===== src/cpu_pkg.sv =====
package cpu_pkg;

    typedef logic [15:0] word_t;
    typedef logic [3:0]  reg_idx_t;

    // N is bit 2, V bit 1, Z bit 0
    typedef logic [2:0]  flags_t;

    typedef enum logic [3:0] {
        OP_ADD  = 4'd0,
        OP_SUB  = 4'd1,
        OP_XOR  = 4'd2,
        OP_RSV3 = 4'd3,
        OP_SLL  = 4'd4,
        OP_SRA  = 4'd5,
        OP_ROR  = 4'd6,
        OP_RSV7 = 4'd7,
        OP_LW   = 4'd8,
        OP_SW   = 4'd9,
        OP_LLB  = 4'd10,
        OP_LHB  = 4'd11,
        OP_B    = 4'd12,
        OP_BR   = 4'd13,
        OP_PCS  = 4'd14,
        OP_HLT  = 4'd15
    } opcode_e;

    typedef enum logic [3:0] {
        ALU_ADD,
        ALU_SUB,
        ALU_XOR,
        ALU_SLL,
        ALU_SRA,
        ALU_ROR,
        ALU_LLB,
        ALU_LHB,
        ALU_PASS_B
    } alu_op_e;

    typedef enum logic [1:0] {
        BR_NONE = 2'd0,
        BR_COND = 2'd1,
        BR_REG  = 2'd2,
        BR_HALT = 2'd3
    } branch_e;

    typedef struct packed {
        logic    reg_write;
        logic    alu_src_imm;
        logic    mem_enable;
        logic    mem_write;
        logic    mem_to_reg;
        logic    pc_to_reg;
        logic    imm8_select;
        logic    rd_as_source;
        branch_e branch_kind;
        alu_op_e alu_op;
    } ctrl_t;

    // Debug port region, paddr[13:12]
    typedef enum logic [1:0] {
        RGN_CTRL = 2'b00,
        RGN_IMEM = 2'b01,
        RGN_DMEM = 2'b10,
        RGN_NONE = 2'b11
    } dbg_region_e;

endpackage


===== src/memory.sv =====
`timescale 1ns/1ps

module memory #(
    parameter int WORDS = 256
) (
    input  logic           clk,
    input  cpu_pkg::word_t addr,
    input  cpu_pkg::word_t wdata,
    input  logic           write,
    output cpu_pkg::word_t rdata
);
    import cpu_pkg::*;

    localparam int AW = (WORDS > 1) ? $clog2(WORDS) : 1;

    word_t      mem [WORDS];
    logic [AW-1:0] index;

    // Word index, upper bits wrap
    assign index = addr[AW-1:0];

    // Asynchronous read
    assign rdata = mem[index];

    always_ff @(posedge clk) begin
        if (write) begin
            mem[index] <= wdata;
        end
    end

endmodule


===== config.mk =====
export PLATFORM = sky130hd
export DESIGN_NAME = memory
export DESIGN_NICKNAME = d
export VERILOG_FILES = /design/src/cpu_pkg.sv /design/src/memory.sv
export SDC_FILE = /design/constraint.sdc
export NUM_CORES = 2
export LEC_CHECK = 0
export BUFFER_PORTS_ARGS = -buffer_cell sky130_fd_sc_hd__clkbuf_2
export CAP_MARGIN = 40
export CORE_MARGIN = 2
export CORE_UTILIZATION = 55
export DETAILED_ROUTE_END_ITERATION = 10
export PLACE_DENSITY = 0.78
export SLEW_MARGIN = 20
export SYNTH_ARGS = -nofsm -noshare
export SYNTH_HDL_FRONTEND = slang
export SYNTH_SLANG_ARGS = --single-unit
export TNS_END_PERCENT = 100

===== constraint.sdc =====
create_clock -name clk -period 3.2 [get_ports clk]
set_input_delay 0.16 -clock clk [delete_from_list [all_inputs] [get_ports clk]]
set_output_delay 0.16 -clock clk [all_outputs]
set_load 0.005 [all_outputs]

# After elaboration in Yosys (flattened, before gate mapping)
# Memory sizes are Yosys's and may differ from the RTL's.
# Index checks and enable logic that the tools add are counted.
# W data, S select, Z words.
[op_classes] muxes=2
[op_table] cell="$mux W1" count=2
[word_totals] ff_bits=0 ram_bits=4096 output_inout_bits=16 n_memories=1
[memory_table] name="mem" depth=256 word_bits=16 rd=1 rd_clocked_by_memory_dff=0 wr=1 line="memory.sv:16" source="word_t mem [WORDS];"

# Depth between registers and ports, before layout
[logic_depth] depth_word=2 depth_mapped=10

# Worst setup path before layout
# No wires, ideal clock.
[synth_timing] path_kind="input-to-reg" start="in addr[0]" end="mem mem[145][0] in the netlist's numbering (enable)" t_arrival_ns=2.449 path_slack_ns=0.342 cell_stages=7 path_buffers=5 path_cell_list="clkbuf_1 > buf_6 > clkbuf_1 > buf_2 > nand2b_1 > clkbuf_1 > nor3_1"
[synth_rtl] item="start: declaration" line="memory.sv:7" source="input cpu_pkg::word_t addr,"
[synth_rtl] item="end: declaration" line="memory.sv:16"
# Straight into the memory's write port.

# Worst setup path after layout
[layout_timing] start="mem mem[251][9] in the netlist's numbering" end="out rdata[9]"
[layout_via] elab_chain_len=1
[layout_lines] item="$mem_v2 Z256 W16"
[layout_lines] item="end: declaration" line="memory.sv:10" source="output cpu_pkg::word_t rdata"
# Every way passes these cells.

==> flow_summary.toml <==
[drt]
drtPass1Iterations = 7
ant_nets = 0
routed_wl_mm = 423
dr.first_iter.drc_count = 13900
wl_per_cell_um = 36.4
vias_per_cell = 6.95
dr_total_vias = 80800
drc_errors = 0

[logic_synthesis]
synthTopCellsByArea = "edfxtp_1 79%, mux4_2 15%, a22oi_1 2.5%, a21oi_1 0.83%, clkbuf_1 0.60%"
synth_cells = 6711
async_reset_ff_share_pct = 0
synth_edf_count = 4096
synth_cell_types = 21
avgSynthCellArea_sq_um = 23.1
yosysSeqAreaShare_pct = 79.3
yosys_warnings = 0
synth_area_sq_um = 155000
ys_ff_latch = 4096
synthTopCellsByCount = "4096 x edfxtp_1, 1024 x mux4_2, 512 x a22oi_1"
mappedNetlistNets = 6745
synth_top_area_share_pct = 79.3
yosysMostFrequentCell = "edfxtp_1"
synth_flop_cell = "edfxtp_1"
yosys.area.top_type = "edfxtp_1"

[finish]
finalInstanceArea_sq_um = 181000
largest_reg_flops = 4096
regMostFlops = "mem"
largestRegisters = "mem (4096)"
final_nets = 7599
areaGrowthSynthToFinish_pct = 16.6
finish.utilization_pct = 64.6
layout-drive-gt1-share_pct = 35.0

[placed_design]
io_buffers = 41
place_area_sq_um = 166000
hpwl_mm = 231
gp_congestion = 0.875

[sta]
period_needed_ns = 3.84
hold_violations = 0
final.period_utilization_pct = 120
fmax_ghz = 0.261
tightest_slew_ns = 1.21
slew_headroom_pct = 19.4
final_max_slew_viol_count = 0
hold_slack_ns = 0.0882
setup_violations = 16
setup_ws_ns = -0.638
rsz0062_at_grt = "true"

[cts]
cts_htree_levels = 5
cts_buffers = 402
cts-root-buf = "clkbuf_16"
numClockSinks = 4096
post-cts-setup-buffers = 0
tritoncts = "yes"
clk_pin_slew_ns = 0.06
max-clock-path-buffers = 4

[worst_setup_path]
cp-end-kind = "output port"
critPathLaunchType = "register"
crit_fanout = 1
worstPathArrival_ns = 3.68
endpoint = "rdata[9]"
startpoint = "mem[251][9]"
path_class = "reg2out"
cp_data_required_time_ns = 3.04

[pwr]
p_comb_share_pct = 5.4
swShare_pct = 21.4
leakagePower_uw = 0.0565
power_frac_seq_pct = 53.1
powerDensity_nw_per_um2 = 616
p_int_uw = 87600
clkPwrFrac_pct = 41.5
p_total_uw = 111000
ir_drop_v = 0.000526
switching_power_uw = 23800

[global_routing]
grt_pass1_vias = 81900
grt_max_degree = 159
globalRoute.totalOverflow = 0
met1_usage_pct = 38.1
met2_usage_pct = 47.0
grt_use_total_pct = 29.5
use_met3_pct = 7.24
grt-busiest-layer = "met2"
antenna_found_initial = 26
grt_pass1_wl_mm = 602

[job]
drv_cap = 0

[die]
rows = 194
die-area_sq_um = 286000
ios = 50
die_y_um = 535
core_area_sq_um = 280000
die_w_um = 535
start_util_pct = 55.4

[hold_path]
holdCritPathClass = "in2reg"

[outcome]
outcome = "finished, violations left"
failed_checks = "setup timing"
## critical path, stage by stage (launching register included)
cell      delay [ns]
edfxtp_1        0.41
mux4_2          0.52
a22oi_2         0.21
buf_4           0.16
a21oi_2         0.12
o41ai_4         0.51
buf_4           0.23
nand4_1         0.29
buf_2           0.24
## repair_timing
| action | CTS | global route |
|---|---|---|
| hold endpoints to repair | 2136 | 0 |
| gates resized for setup | 201 | 129 |
| pin swaps | 65 | 63 |
| endpoints found under the setup margin | 16 | 16 |
| hold buffers | 16 | 0 |
## cell usage in the layout, fill, tap and decap left out, drive strengths merged
master	count
mux4	1024
nand3	13
nor2	232
nand2	28
nor3	30
diode	16
nand2b	6
and2	3
or3	1
nand4	16
bufinv	38
buf	837
o41ai	64
inv	12
or2	2
clkbuf	490
a21oi	256
nor2b	7
a22oi	512
clkinvlp	14
dlygate4sd3	16
clkinv	180
edfxtp	4096
## cell families (layout without fill, tap and decap cells)
group                  count (synthesis)  after routing  synth area share (%)
flip-flops                          4096           4096                  79.3
multiplexers                        1024           1024                  14.9
AO/OA/AOI/OAI                        832            832                  3.67
buffers and inverters                421           1587                  1.24
AND/OR/NAND/NOR                      338            338                 0.909
other                                  0             16                     0
## final cells by class
cell class,instances,area (sq um)
Fill cell,16400,99000
Multi-Input combinational cell,2194,32100
Tap cell,3724,4660
Timing Repair Buffer,870,8420
Clock inverter,243,2200
Sequential cell,4096,123000
Clock buffer,473,10400
Inverter,1,3.75
Antenna cell,16,40.0
## through the flow
step | setup TNS, ns | worst slack, ns | instances
2_1_floorplan | 0 | 0.342 | 6711
3_3_place_gp | -5.25 | -0.615 | 10900
3_5_place_dp | -5.58 | -0.586 | 10900
4_1_cts | -7.27 | -0.636 | 11600
5_1_grt | -7.62 | -0.603 | 11600
6_report | -7.31 | -0.638 | 11600
## how the worst min path moves through the flow
stage | from | to | slack [ns] | cells after the start
final | addr[7] | mem[6][1] | 0.09 | 5
after global routing | addr[7] | mem[6][1] | 0.1 | 5
after CTS | addr[7] | mem[6][1] | 0.009 | 5
after detailed placement | wdata[0] | mem[216][0] | 0.61 | 1
after global placement | wdata[0] | mem[216][0] | 0.59 | 1
after floorplan | wdata[0] | mem[0][0] | 0.26 | 0
## power groups by stage
stage	logic (uW)	registers [uW]	clock network, uW
floorplan	2560	60300	0
global placement	5340	60300	0
detailed placement	5500	60300	0
CTS	5800	59200	46500
global route	6160	59100	48300
finish	6010	59200	46300
## routing by layer
layer	vias up	share of wire, %
met5	-	0.038
met2	7107	49
li1	30700	-
met3	1244	13
met1	41700	32
met4	22	5.9
No activity file was read; power rests on OpenSTA's default activity.
