===== src/cpu_pkg.sv =====
package cpu_pkg;

    typedef logic [15:0] word_t;
    typedef logic [3:0]  reg_idx_t;

    // N is bit 2, V bit 1, Z bit 0
    typedef logic [2:0]  flags_t;

    typedef enum logic [3:0] {
        OP_ADD  = 4'd0,
        OP_SUB  = 4'd1,
        OP_XOR  = 4'd2,
        OP_RSV3 = 4'd3,
        OP_SLL  = 4'd4,
        OP_SRA  = 4'd5,
        OP_ROR  = 4'd6,
        OP_RSV7 = 4'd7,
        OP_LW   = 4'd8,
        OP_SW   = 4'd9,
        OP_LLB  = 4'd10,
        OP_LHB  = 4'd11,
        OP_B    = 4'd12,
        OP_BR   = 4'd13,
        OP_PCS  = 4'd14,
        OP_HLT  = 4'd15
    } opcode_e;

    typedef enum logic [3:0] {
        ALU_ADD,
        ALU_SUB,
        ALU_XOR,
        ALU_SLL,
        ALU_SRA,
        ALU_ROR,
        ALU_LLB,
        ALU_LHB,
        ALU_PASS_B
    } alu_op_e;

    typedef enum logic [1:0] {
        BR_NONE = 2'd0,
        BR_COND = 2'd1,
        BR_REG  = 2'd2,
        BR_HALT = 2'd3
    } branch_e;

    typedef struct packed {
        logic    reg_write;
        logic    alu_src_imm;
        logic    mem_enable;
        logic    mem_write;
        logic    mem_to_reg;
        logic    pc_to_reg;
        logic    imm8_select;
        logic    rd_as_source;
        branch_e branch_kind;
        alu_op_e alu_op;
    } ctrl_t;

    // Debug port region, paddr[13:12]
    typedef enum logic [1:0] {
        RGN_CTRL = 2'b00,
        RGN_IMEM = 2'b01,
        RGN_DMEM = 2'b10,
        RGN_NONE = 2'b11
    } dbg_region_e;

endpackage


===== src/apb_debug_port.sv =====
`timescale 1ns/1ps

module apb_debug_port (
    input  logic           clk,
    input  logic           arst_n,
    input  logic           psel,
    input  logic           penable,
    input  logic           pwrite,
    input  cpu_pkg::word_t paddr,
    input  cpu_pkg::word_t pwdata,
    output cpu_pkg::word_t prdata,
    output logic           pready,
    output logic           pslverr,
    output logic           run,
    output logic           start,
    input  logic           hlt,
    input  cpu_pkg::word_t core_pc,
    input  cpu_pkg::word_t core_daddr,
    input  cpu_pkg::word_t core_dwdata,
    input  logic           core_dwrite,
    output cpu_pkg::word_t imem_addr,
    output cpu_pkg::word_t imem_wdata,
    output logic           imem_write,
    input  cpu_pkg::word_t imem_rdata,
    output cpu_pkg::word_t dmem_addr,
    output cpu_pkg::word_t dmem_wdata,
    output logic           dmem_write,
    input  cpu_pkg::word_t dmem_rdata
);
    import cpu_pkg::*;

    dbg_region_e region;
    logic        access;
    logic        err;
    logic        wr_ok;
    logic        apb_imem;
    logic        apb_dmem;
    word_t       apb_index;

    assign region    = dbg_region_e'(paddr[13:12]);
    assign access    = psel & penable;
    assign apb_index = {5'b0, paddr[11:1]};

    // Illegal region, memory while running, or reserved CTRL bit
    assign err = (region == RGN_NONE) ||
                 (run && (region == RGN_IMEM || region == RGN_DMEM)) ||
                 (region == RGN_CTRL && pwrite && pwdata[1]);

    assign pready  = 1'b1;
    assign pslverr = access & err;
    assign wr_ok   = access & pwrite & ~err;

    // Pulse on the 0 to 1 write, pc and flags clear at that edge
    assign start = wr_ok & (region == RGN_CTRL) & pwdata[0] & ~run;

    always_ff @(posedge clk or negedge arst_n) begin
        if (!arst_n) begin
            run <= 1'b0;
        end else if (wr_ok && region == RGN_CTRL) begin
            run <= pwdata[0];
        end
    end

    // Stopped core keeps fetching at pc unless APB addresses the memory,
    // so hlt stays readable over CTRL
    assign apb_imem = ~run & psel & (region == RGN_IMEM);
    assign apb_dmem = ~run & psel & (region == RGN_DMEM);

    assign imem_addr  = apb_imem ? apb_index : {1'b0, core_pc[15:1]};
    assign imem_wdata = pwdata;
    assign imem_write = wr_ok & (region == RGN_IMEM);

    assign dmem_addr  = apb_dmem ? apb_index : {1'b0, core_daddr[15:1]};
    assign dmem_wdata = run ? core_dwdata : pwdata;
    assign dmem_write = run ? core_dwrite : (wr_ok & (region == RGN_DMEM));

    always_comb begin
        case (region)
            RGN_CTRL: prdata = {14'b0, hlt, run};
            RGN_IMEM: prdata = imem_rdata;
            RGN_DMEM: prdata = dmem_rdata;
            default:  prdata = '0;
        endcase
    end

endmodule


===== config.mk =====
export PLATFORM = sky130hd
export DESIGN_NAME = apb_debug_port
export DESIGN_NICKNAME = d
export VERILOG_FILES = /design/src/cpu_pkg.sv /design/src/apb_debug_port.sv
export SDC_FILE = /design/constraint.sdc
export NUM_CORES = 1
export LEC_CHECK = 0
export BUFFER_PORTS_ARGS = -buffer_cell sky130_fd_sc_hd__buf_4
export CORE_AREA = 2 2 79 81
export DETAILED_ROUTE_END_ITERATION = 10
export DIE_AREA = 0 0 81 83
export HOLD_SLACK_MARGIN = 0.12
export PLACE_DENSITY = 0.64
export SLEW_MARGIN = 20
export SYNTH_ARGS = -nofsm -noshare
export SYNTH_HDL_FRONTEND = slang
export SYNTH_SLANG_ARGS = --single-unit
export TNS_END_PERCENT = 100

===== constraint.sdc =====
create_clock -name clk -period 1.5 [get_ports clk]
set_input_delay 0.225 -clock clk [delete_from_list [all_inputs] [get_ports clk]]
set_output_delay 0.225 -clock clk [all_outputs]
set_load 0.05 [all_outputs]

# [After elaboration in Yosys (flattened, before gate mapping)]
# Cells that the tools add are included.
[op_classes] eq_ne=3 reduce_logical=8 n_mux=5 bitwise=14
[op_table] op="$pmux 16 s3" count=1
[op_table] op="$mux 15" count=2
[op_table] op="$mux 16" count=1
[op_table] op="$and 1x1->1" count=12
[op_table] op="$eq 2x2->1 const B" count=2
[op_table] op="$logic_and 1x1->1" count=4
[op_table] op="$logic_or 1x1->1" count=3
[op_table] op="$eq 2x1->1 const B" count=1
[op_table] op="$logic_not 2->1" count=1
[op_table] op="$not 1->1" count=2
[op_table] op="$mux 1" count=1
[word_totals] ff_bits=1 elab_cells=31 out_inout_bits=86 input_bits=119

# [Logic depth before layout (Yosys ltp)]
[logic_depth] ltp_word=10 depth_mapped=6 mapped_depth_nobuf=5

# [Worst setup path before layout]
# OpenSTA, ideal clock, no wires.
[synth_timing] path_type="register to output" start="register run" end="output port dmem_write" t_required_ns=1.275 path_buffers=0 stages_incl_launch_ff=4 slack_ns=-0.843 arrival_ns=2.118 cell_sequence="dfrtp_1 a21oi_2 nand4b_1 o21ai_0"
[synth_via] elab_chain_cells=7
[synth_lines] element="start: declaration" line="apb_debug_port.sv:14" source="output logic run,"
[synth_lines] element="start signal: assignment" line="apb_debug_port.sv:60" source="run <= pwdata[0];"
[synth_lines] element="$logic_and 1x1->1" line="apb_debug_port.sv:46" source="(run && (region == RGN_IMEM || region == RGN_DMEM)) ||"
[synth_lines] element="$logic_or 1x1->1" line="apb_debug_port.sv:45" source="assign err = (region == RGN_NONE) ||"
[synth_lines] element="$logic_or 1x1->1" line="apb_debug_port.sv:46"
[synth_lines] element="$not 1->1" line="apb_debug_port.sv:51" source="assign wr_ok = access & pwrite & ~err;"
[synth_lines] element="$and 1x1->1" line="apb_debug_port.sv:51"
[synth_lines] element="$and 1x1->1" line="apb_debug_port.sv:75" source="assign dmem_write = run ? core_dwrite : (wr_ok & (region == RGN_DMEM));"
[synth_lines] element="$mux 1 *" line="apb_debug_port.sv:75"
[synth_lines] element="end: declaration" line="apb_debug_port.sv:27" source="output logic dmem_write,"
# Every way passes the cells marked *; elsewhere a longest branch is shown, timed or not.

# [Worst setup path after layout]
[layout_timing] start="register run" end="output port dmem_addr[9]"
[layout_via] elab_chain_cells=4
[layout_lines] element="$not 1->1" line="apb_debug_port.sv:67" source="assign apb_dmem = ~run & psel & (region == RGN_DMEM);"
[layout_lines] element="$and 1x1->1 (2 in a row)" line="apb_debug_port.sv:67"
[layout_lines] element="$mux 15" line="apb_debug_port.sv:73" source="assign dmem_addr = apb_dmem ? apb_index : {1'b0, core_daddr[15:1]};"
[layout_lines] element="end: declaration" line="apb_debug_port.sv:25" source="output cpu_pkg::word_t dmem_addr,"
# No other way between the ends.

==> results.json <==
{
  "dr.first_iter.drc_count": 35,
  "syn_avg_cell_area_um2": 8.43,
  "reg_top3": "run x1",
  "ff_latch_area_um2": 26.3,
  "vias": 1735,
  "async_flop_share_pct": 100,
  "antenna_left": 0,
  "nets": 451,
  "diodes": 0,
  "synth.distinct_cells": 26,
  "min_period_ns": 1.51,
  "hold_viol_final": 0,
  "leakage_nw": 1.55,
  "gp_congestion": 0.717,
  "cpPeakStageDelay_ns": 0.42,
  "powerDensity_nw_per_um2": 576,
  "postPlaceCellArea_um2": 2680,
  "vias_per_cell": 4.34,
  "dieArea_um2": 6720,
  "path_buf_inv": 2,
  "area_growth_syn_to_layout_pct": 161,
  "yosys_warnings": 0,
  "setup_ws_ns": -0.0132,
  "syn_inst": 136,
  "totalWireLength_mm": 5.44,
  "worstSetupEndpointType": "output port",
  "grt-ovfl-total": 0,
  "die_x_um": 81,
  "synth_edf_count": 0,
  "drive_gt1_share_pct": 87.7,
  "status": "finished, violations left",
  "core_um2": 5820,
  "synth-seq-area-share_pct": 2.18,
  "fillers": 557,
  "path_max_fanout": 8,
  "max_freq_mhz": 661,
  "arrival_ns": 1.29,
  "synthTopCellsByArea": "mux2_2, mux2_4, buf_4",
  "max_cap_violations": 0,
  "final_cell_area_um2": 3000,
  "setup_viol": 5,
  "yosys.area.top_type_share_pct": 25.5,
  "start_util_pct": 19.7,
  "fin_skew_ns": 0,
  "antenna_found_initial": 1,
  "clk-insertion-delay-late_ns": 0,
  "drtPass1Iterations": 4,
  "ir_worst_vdd_v": 0.000417,
  "synth_area_um2": 1150,
  "largest_reg_flops": 1,
  "synthFlopType": "dfrtp_1",
  "min_path_type": "primary input to flip-flop",
  "synth-seq-cells": 1,
  "yosysTopAreaCell": "mux2_2",
  "violations": "setup timing",
  "critPathTopFamily": "flip-flops",
  "top_register": "run",
  "ioPinCount": 205,
  "final_cell_mix": "buf_4, buf_6, mux2_2",
  "detail_route.wl_per_cell_um": 13.6,
  "drv_slew": 0,
  "grt_max_degree": 17,
  "die_y_um": 83,
  "grt_use_total_pct": 13.9,
  "clk_pin_slew_ns": 0,
  "setup_tns_ns": -0.0237,
  "cp-start-kind": "flip-flop",
  "rsz0062_at_grt": "yes",
  "multiInputGateArea_um2": 1090,
  "grt_pass1_wl_mm": 7.82,
  "drc": 0,
  "path_class": "flip-flop to output port",
  "rows": 28,
  "fin_crit_sh_pct": 101,
  "grt_pass1_vias": 1702,
  "crit_slowest_cell": "dfrtp_2",
  "dp_hpwl_mm": 4.45,
  "crit_chain": "nor2b_4 -> buf_12 -> nand2_8 -> mux2_4 -> buf_6",
  "portBuffers": 196,
  "worst_ep_required_time_ns": 1.27,
  "final_common_cell": "buf_4"
}
-- routing by layer --
metal / share of wire (%) / GRT usage, % / wire, um / up-vias
li1: - / - / - / 839
met1: 31 / 13.6 / 1690 / 760
met2: 54 / 29.2 / 2910 / 132
met3: 15 / 3.80 / 816 / 2
met4: 0 / 0 / 0 / 2
met5: 0.22 / 0 / 12 / -
-- cells in the mapped netlist (2+ instances only) --
| master | count |
|---|---|
| mux2_2 | 26 |
| buf_4 | 19 |
| nor2_1 | 17 |
| a22oi_1 | 14 |
| mux2_4 | 12 |
| and2_1 | 8 |
| buf_2 | 6 |
| ha_1 | 5 |
| nand2_1 | 5 |
| inv_1 | 3 |
| a222oi_1 | 2 |
| buf_6 | 2 |
| clkbuf_1 | 2 |
| conb_1 | 2 |
| nand2_4 | 2 |
-- area by class of cell --
type | instances | share of cell area (%)
multi-input combinational | 106 | 36.5
inverter | 3 | 0.794
sequential | 1 | 0.877
timing repair buffer | 215 | 58.7
tap | 75 | 3.13
-- what timing repair did --
action,CTS,global route
hold endpoints to repair,1,0
hold buffers,1,0
pin swaps,6,1
endpoints found under the setup margin,50,32
resized for setup,46,8
buffers inserted,3,2
gates cloned,1,1
-- cell families after synthesis --
family          count (synthesis)  share of synthesized area [%]
compound gates                 19                           12.6
buf+inv                        32                           18.7
fa+ha+maj                       5                           5.46
flops                           1                           2.18
simple gates                   38                           18.2
mux                            39                           42.2
other cells                     2                          0.655
-- worst paths after layout --
| kind | from | to | cells past startpoint | slack [ns] |
|---|---|---|---|---|
| max in group asynchronous | arst_n | run | 2 | 0.86 |
| min in group asynchronous | arst_n | run | 2 | 0.55 |
| max reg2reg | run | run | 5 | 0 |
| max | run | dmem_addr[9] | 5 | -0.01 |
| min | pwdata[0] | run | 2 | 0.50 |
| min reg2reg | run | run | 2 | 0.82 |
-- where the power goes --
| part | internal (mW) | switching (mW) |
|---|---|---|
| clock network | 0 | 0 |
| logic | 0.708 | 0.976 |
| registers | 0.0332 | 0.00815 |
| total | 0.741 | 0.984 |
-- metrics by stage --
step | util [%] | hold slack [ns] | setup slack (ns) | power, mW | instances
after detailed placement | 46.0 | 0.00183 | -0.279 | 1.59 | 392
after floorplan | - | -0.0706 | -0.268 | 1.06 | 137
after global routing | 51.5 | 0.510 | -0.0744 | 1.80 | 400
after CTS | 50.4 | 0.486 | -0.0297 | 1.70 | 397
after global placement | 46.0 | 0.00128 | -0.250 | 1.58 | 392
final | 51.5 | 0.496 | -0.0132 | 1.73 | 400
Power figures use the tool's default switching activity.
